--- src/cpu_defs.svh ---
// Core widths and register file sizing shared by every pipeline stage
`ifndef CPU_DEFS_SVH
`define CPU_DEFS_SVH

// Datapath
`define CPU_XLEN        32      // Data and word address width
`define CPU_REG_ADDR_W  5
`define CPU_REG_COUNT   32

// Instruction fields
`define CPU_IMM_W       17      // Signed immediate in bits 16..0
`define CPU_OPCODE_W    5       // Opcode and ALU function share this width
`define CPU_TARGET_W    27      // Absolute jump target

`endif

--- src/cpu_pkg.sv ---
// Opcode, ALU function and forwarding types plus the pipeline register layouts
`include "cpu_defs.svh"

package cpu_pkg;

    typedef enum logic [`CPU_OPCODE_W-1:0] {
        OP_RTYPE = 5'd0,
        OP_J     = 5'd1,
        OP_BNE   = 5'd2,
        OP_ADDI  = 5'd5,
        OP_SW    = 5'd7,
        OP_LW    = 5'd8
    } opcode_e;

    typedef enum logic [`CPU_OPCODE_W-1:0] {
        ALU_ADD = 5'd0,
        ALU_SUB = 5'd1,
        ALU_AND = 5'd2,
        ALU_OR  = 5'd3,
        ALU_SLL = 5'd4,
        ALU_SRA = 5'd5
    } alu_op_e;

    typedef enum logic [1:0] {
        FWD_REG,    // Value read in decode
        FWD_MEM,
        FWD_WB
    } fwd_sel_e;

    typedef struct packed {
        logic [`CPU_XLEN-1:0] pc;
        logic [`CPU_XLEN-1:0] instr;    // All zero is a bubble
    } if_id_t;

    typedef struct packed {
        logic                       valid;
        logic [`CPU_XLEN-1:0]       pc;         // Base for the bne target
        logic [`CPU_REG_ADDR_W-1:0] rs_idx;     // Source of operand A
        logic [`CPU_REG_ADDR_W-1:0] rd_idx;
        logic [`CPU_REG_ADDR_W-1:0] rb_idx;     // Source of operand B
        logic [`CPU_XLEN-1:0]       op_a;
        logic [`CPU_XLEN-1:0]       op_b;
        logic [`CPU_XLEN-1:0]       imm;        // Already sign-extended
        alu_op_e                    alu_op;
        logic [`CPU_REG_ADDR_W-1:0] shamt;
        logic                       uses_imm;
        logic                       is_load;
        logic                       is_store;
        logic                       is_branch;
        logic                       writes_reg;
    } id_ex_t;

    typedef struct packed {
        logic                       valid;
        logic [`CPU_XLEN-1:0]       result;     // ALU result or memory address
        logic [`CPU_XLEN-1:0]       store_data;
        logic [`CPU_REG_ADDR_W-1:0] dest;
        logic                       is_load;
        logic                       is_store;
        logic                       writes_reg;
    } ex_mem_t;

    typedef struct packed {
        logic                       valid;
        logic [`CPU_XLEN-1:0]       data;
        logic [`CPU_REG_ADDR_W-1:0] dest;
        logic                       writes_reg;
    } mem_wb_t;

endpackage

--- src/fetch_stage.sv ---
// Instruction fetch with program counter, redirect choice and the IF/ID register
`timescale 1ns/1ps
`include "cpu_defs.svh"

module fetch_stage import cpu_pkg::*; (
    input  logic                 clock,
    input  logic                 fft_reset,
    input  logic                 stall,
    input  logic                 jump_taken,
    input  logic [`CPU_XLEN-1:0] jump_target,
    input  logic                 branch_taken,
    input  logic [`CPU_XLEN-1:0] branch_target,
    input  logic                 flush_id,
    output logic [`CPU_XLEN-1:0] imem_addr,
    input  logic [`CPU_XLEN-1:0] imem_data,
    output if_id_t               if_id
);
    logic [`CPU_XLEN-1:0] pc;
    logic [`CPU_XLEN-1:0] pc_next;

    assign imem_addr = pc;

    // Branch in EX is older than the jump in ID, so it wins
    always_comb begin
        if (branch_taken)
            pc_next = branch_target;
        else if (jump_taken)
            pc_next = jump_target;      // Redirects even while decode is held
        else if (stall)
            pc_next = pc;
        else
            pc_next = pc + `CPU_XLEN'(1);
    end

    always_ff @(posedge clock or posedge fft_reset) begin
        if (fft_reset) begin
            pc    <= '0;
            if_id <= '0;
        end else begin
            pc <= pc_next;
            if (flush_id)
                if_id <= '0;            // Zero word decodes as add r0
            else if (!stall)
                if_id <= '{pc: pc, instr: imem_data};
        end
    end

endmodule

--- src/register_file.sv ---
// 32-entry register file with two read ports, write-through and r0 tied to zero
`timescale 1ns/1ps
`include "cpu_defs.svh"

module register_file import cpu_pkg::*; (
    input  logic                       clock,
    input  logic                       fft_reset,
    input  logic [`CPU_REG_ADDR_W-1:0] read_a_idx,
    input  logic [`CPU_REG_ADDR_W-1:0] read_b_idx,
    output logic [`CPU_XLEN-1:0]       read_a,
    output logic [`CPU_XLEN-1:0]       read_b,
    input  mem_wb_t                    wb
);
    logic [`CPU_XLEN-1:0] regs [`CPU_REG_COUNT];
    logic                 wr_en;

    assign wr_en = wb.valid && wb.writes_reg && (wb.dest != '0);   // r0 never written

    always_ff @(posedge clock or posedge fft_reset) begin
        if (fft_reset) begin
            for (int i = 0; i < `CPU_REG_COUNT; i++)
                regs[i] <= '0;
        end else if (wr_en) begin
            regs[wb.dest] <= wb.data;
        end
    end

    // Same-cycle write is visible to decode
    assign read_a = (read_a_idx == '0) ? '0 :
                    (wr_en && read_a_idx == wb.dest) ? wb.data : regs[read_a_idx];
    assign read_b = (read_b_idx == '0) ? '0 :
                    (wr_en && read_b_idx == wb.dest) ? wb.data : regs[read_b_idx];

endmodule

--- src/decode_stage.sv ---
// Instruction decode with field split, control flags, jump detection and ID/EX register
`timescale 1ns/1ps
`include "cpu_defs.svh"

module decode_stage import cpu_pkg::*; (
    input  logic                       clock,
    input  logic                       fft_reset,
    input  logic                       stall,
    input  logic                       flush_ex,
    input  if_id_t                     if_id,
    output logic [`CPU_REG_ADDR_W-1:0] read_a_idx,
    output logic [`CPU_REG_ADDR_W-1:0] read_b_idx,
    input  logic [`CPU_XLEN-1:0]       read_a,
    input  logic [`CPU_XLEN-1:0]       read_b,
    output logic                       jump_taken,
    output logic [`CPU_XLEN-1:0]       jump_target,
    output id_ex_t                     id_ex
);
    opcode_e                    op;
    logic [`CPU_REG_ADDR_W-1:0] rd;
    logic [`CPU_REG_ADDR_W-1:0] rs;
    logic [`CPU_REG_ADDR_W-1:0] rt;
    logic [`CPU_OPCODE_W-1:0]   funct;
    id_ex_t                     decoded;

    assign op    = opcode_e'(if_id.instr[31:27]);
    assign rd    = if_id.instr[26:22];
    assign rs    = if_id.instr[21:17];
    assign rt    = if_id.instr[16:12];
    assign funct = if_id.instr[6:2];

    // bne compares rd with rs, sw stores rd
    assign read_a_idx = (op == OP_BNE) ? rd : rs;
    assign read_b_idx = (op == OP_BNE) ? rs : (op == OP_SW) ? rd : rt;

    assign jump_taken  = (op == OP_J);
    assign jump_target = {{(`CPU_XLEN-`CPU_TARGET_W){1'b0}}, if_id.instr[`CPU_TARGET_W-1:0]};

    always_comb begin
        decoded        = '0;
        decoded.valid  = 1'b1;
        decoded.pc     = if_id.pc;
        decoded.rs_idx = read_a_idx;
        decoded.rd_idx = rd;
        decoded.rb_idx = read_b_idx;
        decoded.op_a   = read_a;
        decoded.op_b   = read_b;
        decoded.imm    = {{(`CPU_XLEN-`CPU_IMM_W){if_id.instr[`CPU_IMM_W-1]}},
                          if_id.instr[`CPU_IMM_W-1:0]};
        decoded.alu_op = ALU_ADD;               // Address math for lw and sw
        decoded.shamt  = if_id.instr[11:7];
        case (op)
            OP_RTYPE: begin
                decoded.alu_op     = alu_op_e'(funct);
                decoded.writes_reg = 1'b1;
            end
            OP_ADDI: begin
                decoded.uses_imm   = 1'b1;
                decoded.writes_reg = 1'b1;
            end
            OP_LW: begin
                decoded.uses_imm   = 1'b1;
                decoded.is_load    = 1'b1;
                decoded.writes_reg = 1'b1;
            end
            OP_SW: begin
                decoded.uses_imm = 1'b1;
                decoded.is_store = 1'b1;
            end
            OP_BNE:  decoded.is_branch = 1'b1;
            default: decoded.writes_reg = 1'b0; // j and unknown opcodes have no effect here
        endcase
    end

    always_ff @(posedge clock or posedge fft_reset) begin
        if (fft_reset)
            id_ex <= '0;
        else if (stall || flush_ex)
            id_ex <= '0;                        // Bubble
        else
            id_ex <= decoded;
    end

endmodule

--- src/hazard_unit.sv ---
// Forwarding selects, load-use stall and flush control for the pipeline
`timescale 1ns/1ps
`include "cpu_defs.svh"

module hazard_unit import cpu_pkg::*; (
    input  logic [`CPU_REG_ADDR_W-1:0] id_rs,
    input  logic [`CPU_REG_ADDR_W-1:0] id_rb,
    input  id_ex_t                     id_ex,
    input  ex_mem_t                    ex_mem,
    input  mem_wb_t                    mem_wb,
    input  logic                       branch_taken,
    input  logic                       jump_taken,
    output logic                       stall,
    output fwd_sel_e                   fwd_a,
    output fwd_sel_e                   fwd_b,
    output logic                       flush_id,
    output logic                       flush_ex
);
    // Youngest producer first, r0 is never forwarded
    function automatic fwd_sel_e pick_src(input logic [`CPU_REG_ADDR_W-1:0] idx,
                                          input ex_mem_t m, input mem_wb_t w);
        if (m.valid && m.writes_reg && m.dest != '0 && m.dest == idx)
            return FWD_MEM;
        if (w.valid && w.writes_reg && w.dest != '0 && w.dest == idx)
            return FWD_WB;
        return FWD_REG;
    endfunction

    assign fwd_a = pick_src(id_ex.rs_idx, ex_mem, mem_wb);
    assign fwd_b = pick_src(id_ex.rb_idx, ex_mem, mem_wb);

    // Load result is not ready until WB for a consumer directly behind it
    assign stall = id_ex.valid && id_ex.is_load && id_ex.writes_reg && (id_ex.rd_idx != '0) &&
                   (id_ex.rd_idx == id_rs || id_ex.rd_idx == id_rb);

    assign flush_id = jump_taken || branch_taken;
    assign flush_ex = branch_taken;             // Kills the instruction in ID

endmodule

--- src/execute_stage.sv ---
// Execute stage with forwarding muxes, ALU, bne resolution and the EX/MEM register
`timescale 1ns/1ps
`include "cpu_defs.svh"

module execute_stage import cpu_pkg::*; (
    input  logic                 clock,
    input  logic                 fft_reset,
    input  id_ex_t               id_ex,
    input  fwd_sel_e             fwd_a,
    input  fwd_sel_e             fwd_b,
    input  logic [`CPU_XLEN-1:0] mem_fwd,
    input  logic [`CPU_XLEN-1:0] wb_fwd,
    output logic                 branch_taken,
    output logic [`CPU_XLEN-1:0] branch_target,
    output ex_mem_t              ex_mem
);
    logic [`CPU_XLEN-1:0] src_a;
    logic [`CPU_XLEN-1:0] src_b;
    logic [`CPU_XLEN-1:0] alu_b;
    logic [`CPU_XLEN-1:0] alu_result;

    function automatic logic [`CPU_XLEN-1:0] fwd_mux(input fwd_sel_e sel,
                                                     input logic [`CPU_XLEN-1:0] reg_val,
                                                     input logic [`CPU_XLEN-1:0] mem_val,
                                                     input logic [`CPU_XLEN-1:0] wb_val);
        case (sel)
            FWD_MEM: return mem_val;
            FWD_WB:  return wb_val;
            default: return reg_val;
        endcase
    endfunction

    assign src_a = fwd_mux(fwd_a, id_ex.op_a, mem_fwd, wb_fwd);
    assign src_b = fwd_mux(fwd_b, id_ex.op_b, mem_fwd, wb_fwd);
    assign alu_b = id_ex.uses_imm ? id_ex.imm : src_b;

    // Arithmetic wraps, no overflow detection
    always_comb begin
        case (id_ex.alu_op)
            ALU_ADD: alu_result = src_a + alu_b;
            ALU_SUB: alu_result = src_a - alu_b;
            ALU_AND: alu_result = src_a & alu_b;
            ALU_OR:  alu_result = src_a | alu_b;
            ALU_SLL: alu_result = src_a << id_ex.shamt;
            ALU_SRA: alu_result = $signed(src_a) >>> id_ex.shamt;
            default: alu_result = src_a + alu_b;
        endcase
    end

    // bne operands are rd in A and rs in B
    assign branch_taken  = id_ex.valid && id_ex.is_branch && (src_a != src_b);
    assign branch_target = id_ex.pc + `CPU_XLEN'(1) + id_ex.imm;

    always_ff @(posedge clock or posedge fft_reset) begin
        if (fft_reset) begin
            ex_mem <= '0;
        end else begin
            ex_mem.valid      <= id_ex.valid;
            ex_mem.result     <= alu_result;
            ex_mem.store_data <= src_b;         // Forwarded rd for sw
            ex_mem.dest       <= id_ex.rd_idx;
            ex_mem.is_load    <= id_ex.is_load;
            ex_mem.is_store   <= id_ex.is_store;
            ex_mem.writes_reg <= id_ex.writes_reg;
        end
    end

endmodule

--- src/memory_stage.sv ---
// Memory stage driving the data port, choosing load or ALU data, and the MEM/WB register
`timescale 1ns/1ps
`include "cpu_defs.svh"

module memory_stage import cpu_pkg::*; (
    input  logic                 clock,
    input  logic                 fft_reset,
    input  ex_mem_t              ex_mem,
    output logic [`CPU_XLEN-1:0] dmem_addr,
    output logic [`CPU_XLEN-1:0] dmem_wdata,
    output logic                 dmem_we,
    input  logic [`CPU_XLEN-1:0] dmem_rdata,
    output logic [`CPU_XLEN-1:0] mem_fwd,
    output mem_wb_t              mem_wb
);
    assign dmem_addr  = ex_mem.result;
    assign dmem_wdata = ex_mem.store_data;
    assign dmem_we    = ex_mem.valid && ex_mem.is_store;

    // Memory answers in the same cycle
    assign mem_fwd = ex_mem.is_load ? dmem_rdata : ex_mem.result;

    always_ff @(posedge clock or posedge fft_reset) begin
        if (fft_reset) begin
            mem_wb <= '0;
        end else begin
            mem_wb.valid      <= ex_mem.valid;
            mem_wb.data       <= mem_fwd;
            mem_wb.dest       <= ex_mem.dest;
            mem_wb.writes_reg <= ex_mem.writes_reg;   // Write request for the register file
        end
    end

endmodule

--- src/cpu_top.sv ---
// Five-stage pipelined integer core connecting fetch, decode, execute, memory and hazard logic
`timescale 1ns/1ps
`include "cpu_defs.svh"

module cpu_top import cpu_pkg::*; (
    input  logic                 clock,
    input  logic                 fft_reset,
    output logic [`CPU_XLEN-1:0] imem_addr,
    input  logic [`CPU_XLEN-1:0] imem_data,
    output logic [`CPU_XLEN-1:0] dmem_addr,
    output logic [`CPU_XLEN-1:0] dmem_wdata,
    output logic                 dmem_we,
    input  logic [`CPU_XLEN-1:0] dmem_rdata
);
    if_id_t                     if_id;
    id_ex_t                     id_ex;
    ex_mem_t                    ex_mem;
    mem_wb_t                    mem_wb;
    logic [`CPU_REG_ADDR_W-1:0] read_a_idx;
    logic [`CPU_REG_ADDR_W-1:0] read_b_idx;
    logic [`CPU_XLEN-1:0]       read_a;
    logic [`CPU_XLEN-1:0]       read_b;
    logic                       stall;
    logic                       flush_id;
    logic                       flush_ex;
    logic                       jump_taken;
    logic [`CPU_XLEN-1:0]       jump_target;
    logic                       branch_taken;
    logic [`CPU_XLEN-1:0]       branch_target;
    fwd_sel_e                   fwd_a;
    fwd_sel_e                   fwd_b;
    logic [`CPU_XLEN-1:0]       mem_fwd;

    fetch_stage u_fetch (
        .clock(clock), .fft_reset(fft_reset), .stall(stall),
        .jump_taken(jump_taken), .jump_target(jump_target),
        .branch_taken(branch_taken), .branch_target(branch_target),
        .flush_id(flush_id), .imem_addr(imem_addr), .imem_data(imem_data), .if_id(if_id)
    );

    register_file u_regs (
        .clock(clock), .fft_reset(fft_reset),
        .read_a_idx(read_a_idx), .read_b_idx(read_b_idx),
        .read_a(read_a), .read_b(read_b), .wb(mem_wb)
    );

    decode_stage u_decode (
        .clock(clock), .fft_reset(fft_reset), .stall(stall), .flush_ex(flush_ex),
        .if_id(if_id), .read_a_idx(read_a_idx), .read_b_idx(read_b_idx),
        .read_a(read_a), .read_b(read_b),
        .jump_taken(jump_taken), .jump_target(jump_target), .id_ex(id_ex)
    );

    hazard_unit u_hazard (
        .id_rs(read_a_idx), .id_rb(read_b_idx),
        .id_ex(id_ex), .ex_mem(ex_mem), .mem_wb(mem_wb),
        .branch_taken(branch_taken), .jump_taken(jump_taken),
        .stall(stall), .fwd_a(fwd_a), .fwd_b(fwd_b),
        .flush_id(flush_id), .flush_ex(flush_ex)
    );

    execute_stage u_execute (
        .clock(clock), .fft_reset(fft_reset), .id_ex(id_ex),
        .fwd_a(fwd_a), .fwd_b(fwd_b),
        .mem_fwd(mem_fwd), .wb_fwd(mem_wb.data),      // WB value is the MEM/WB payload
        .branch_taken(branch_taken), .branch_target(branch_target), .ex_mem(ex_mem)
    );

    memory_stage u_memory (
        .clock(clock), .fft_reset(fft_reset), .ex_mem(ex_mem),
        .dmem_addr(dmem_addr), .dmem_wdata(dmem_wdata), .dmem_we(dmem_we),
        .dmem_rdata(dmem_rdata), .mem_fwd(mem_fwd), .mem_wb(mem_wb)
    );

endmodule

--- config.mk ---
export PLATFORM = sky130hd
export DESIGN_NAME = cpu_top
export DESIGN_NICKNAME = d
export VERILOG_FILES = /design/src/cpu_pkg.sv /design/src/fetch_stage.sv /design/src/register_file.sv /design/src/decode_stage.sv /design/src/hazard_unit.sv /design/src/execute_stage.sv /design/src/memory_stage.sv /design/src/cpu_top.sv
export VERILOG_INCLUDE_DIRS = /design/src
export SDC_FILE = /design/constraint.sdc
export NUM_CORES = 2
export LEC_CHECK = 0
export BUFFER_PORTS_ARGS = -buffer_cell sky130_fd_sc_hd__buf_2
export CORE_ASPECT_RATIO = 1.2
export CORE_UTILIZATION = 58
export CTS_BUF_LIST = sky130_fd_sc_hd__clkbuf_8 sky130_fd_sc_hd__clkbuf_16
export CTS_CLUSTER_DIAMETER = 200
export CTS_CLUSTER_SIZE = 16
export DETAILED_ROUTE_END_ITERATION = 10
export PLACE_DENSITY = 0.75
export SLEW_MARGIN = 40
export SYNTH_ARGS = -nofsm -noshare
export SYNTH_HDL_FRONTEND = slang
export SYNTH_SLANG_ARGS = --single-unit
--- constraint.sdc ---
create_clock -name clock -period 59.4 [get_ports clock]
set_input_delay 11.88 -clock clock [delete_from_list [all_inputs] [get_ports clock]]
set_output_delay 11.88 -clock clock [all_outputs]
set_load 0.01 [all_outputs]
==> results.json <==
{
  "globalplace.congestion": 1.05,
  "power_uw": 3030,
  "fp.dieArea_um2": 145000,
  "ys_top_cells_by_count": "dfrtp_1 (1371), nand2_1 (1339), mux2_2 (1050)",
  "wl_per_cell_um": 31.1,
  "io_pins": 163,
  "hold_depth": 0,
  "numCtsBuffers": 95,
  "finalClockSkew_ns": 0.0431,
  "required_ns": 60.03,
  "worstSetupEndpoint": "u_execute.ex_mem[70]",
  "drt-met1-wl_um": 107000,
  "grt_use_total_pct": 40.6,
  "synth.cell_area_um2": 83100,
  "overflow": 0,
  "top_layer_used": "met5",
  "layout_min_cycle_time_ns": 16.83,
  "finalMaxSlewViolations": 0,
  "syn-num-nets": 8187,
  "ys_async_sr_fraction_pct": 100,
  "status": "completed",
  "area_growth_pct": 5.36,
  "dr.pass1.iters": 8,
  "slew_headroom_pct": 30.9,
  "synth.top_cell.area_share_pct": 41.3,
  "p_leak_uw": 0.0401,
  "post_cts_buffers": 0,
  "finalHoldViolations": 0,
  "crit_fanout": 6,
  "ys.flop_type": "dfrtp_1",
  "grt_setup_unrepaired": "false",
  "wl_met3_um": 31300,
  "crit_start": "dmem_rdata[0]",
  "cts_tree": "built",
  "finalNonFillerCells": 9540,
  "clockBufferDepth": 3,
  "initial_core_util_pct": 58.6,
  "syn_avg_cell_area_um2": 10.3,
  "synth.most_common_cell": "dfrtp_1",
  "finalCritPeriodShare_pct": 28.3,
  "port_buffers": 162,
  "slowest_stage": "nor3_2",
  "vias_per_cell": 7.10,
  "vdd_drop_max_v": 0.0000268,
  "power_density_nw_per_um2": 34.6,
  "start_kind": "input port",
  "syn_inst": 8048,
  "timing.rr.start": "u_memory.mem_wb[5]",
  "critical_path.max_stage_delay_ns": 0.57,
  "grt_start_max_net_pins": 181,
  "synth_edf_count": 0,
  "worstPathArrival_ns": 17.46,
  "tightest_slew_ns": 1.02,
  "htreeDepth": 3,
  "whs_ns": 0.356,
  "yosysWarnings": 0,
  "fin_nets": 7831,
  "wl_um": 297000,
  "timing.fmax_ghz": 0.0594,
  "r2r_cells": 26,
  "dieWidth_um": 347,
  "rr_endpoint": "u_execute.ex_mem[70]",
  "maxCapViolCount": 0,
  "fp.dieH_um": 417,
  "ctsResizeCount": 0,
  "via_count": 67700,
  "cp_common_cell": "o21ai_0",
  "synth_seq_cells": 1371,
  "core_area_um2": 142000,
  "path_class": "in2reg",
  "rows": 151,
  "path_clk_slew_ns": 0.08,
  "setup_viol": 0,
  "yosys.area.top_type": "dfrtp_1",
  "dp_cells": 9429,
  "synthTopCellsByArea": "dfrtp_1 (41%), mux2_2 (14%), mux4_2 (7.5%)",
  "grt_pass1_vias": 66700,
  "tns_ns": 0,
  "drive_above_1_share_pct": 27.9,
  "clock-sinks": 1371,
  "clock_latency_ns": 0.78,
  "drt_iter0_drc": 8775,
  "ctsHoldBuffers": 0,
  "synth.distinct_cells": 104,
  "route.met2.wl_um": 133000,
  "worst-r2r-setup-slack_ns": 51.80,
  "endpoint_kind": "flop",
  "min_path_type": "reg2reg",
  "ys_seq_area_share_pct": 41.3,
  "grt_pass1_wl_um": 438000,
  "ctsRootBufferMaster": "clkbuf_16",
  "post-dp-hpwl_um": 186000,
  "antenna_found_initial": 7,
  "fillers": 11400,
  "drc_errors": 0,
  "drtAntennaViolNets": 0
}
==> state kept, by name, indices dropped and copies added (netlist names) <==
register,flops
u_fetch.imem_addr,32
u_execute.ex_mem,73
u_memory.mem_wb,39
u_decode.id_ex,139
u_fetch.if_id,64
u_regs.regs,1024
==> layout by cell type (no fill, tap or decap), types with 95 or more instances in the layout <==
cell	instances
dfrtp_1	1362
nand2_1	1318
mux2_2	1050
nand3_1	611
mux4_2	275
a21oi_1	261
nor2_1	250
mux2i_1	222
buf_2	164
buf_4	164
o21ai_0	127
xnor2_1	122
and3_1	102
nor3_1	99
clkbuf_16	95
==> worst max-delay path: cells and delay by family <==
kind                       cells  cell delay (ns)
adders and majority gates      2             0.53
buffers and inverters          6             0.92
and+or+nand+nor                4             0.93
xor gates and xnor gates       2             0.38
AOI/OAI and AO/OA              9             2.13
muxes                          2             0.69
==> routing by layer <==
| layer | vias to the layer above | global-route usage, % |
|---|---|---|
| met5 | - | 0.100 |
| met4 | 4 | 29.0 |
| met3 | 1223 | 9.18 |
| met2 | 4353 | 61.9 |
| met1 | 34000 | 51.2 |
| li1 | 28200 | - |
==> power by group <==
part | switching (uW) | total, uW | internal, uW
clock | 333 | 617 | 284
combinational | 716 | 1150 | 435
sequential | 155 | 1260 | 1110
==> metrics by stage <==
step                util [%]  setup WS [ns]  instance area, um2
detailed placement      59.9          41.96               84900
CTS                     61.7          42.73               87400
floorplan                  -           8.87               83100
global placement        59.6          41.86               84500
global route            61.8          42.23               87500
finish                  61.8          42.57               87500
==> layout make-up <==
class,count,area [um2],share of cell area (%)
sequential,1371,34300,39.2
clock buffer,95,2380,2.72
clock inverter,12,73.8,0.0844
timing repair buffer,377,2870,3.27
inverter,80,313,0.357
multi-input combinational,5767,45300,51.7
tap,1836,2300,2.63
antenna,2,5.00,0.00572
==> worst min-delay path by stage <==
stage                       from                  end  slack (ns)
5_1_grt        u_decode.id_ex[2]  u_execute.ex_mem[1]        0.37
6_report       u_decode.id_ex[2]  u_execute.ex_mem[1]        0.36
2_1_floorplan  u_decode.id_ex[2]  u_execute.ex_mem[1]        0.33
4_1_cts        u_decode.id_ex[2]  u_execute.ex_mem[1]        0.36
3_5_place_dp   u_decode.id_ex[2]  u_execute.ex_mem[1]        0.34
3_3_place_gp   u_decode.id_ex[2]  u_execute.ex_mem[1]        0.34
==> cells by family after synthesis <==
kind of cell	share of synthesized area (%)
flip-flops	41.3
multiplexers	24.7
adder cells (fa/ha/maj)	1.48
buffers and inverters	4.85
XOR/XNOR	2.07
AO/OA/AOI/OAI	8.82
AND/OR/NAND/NOR	16.8
(Power assumes the default switching activity.)
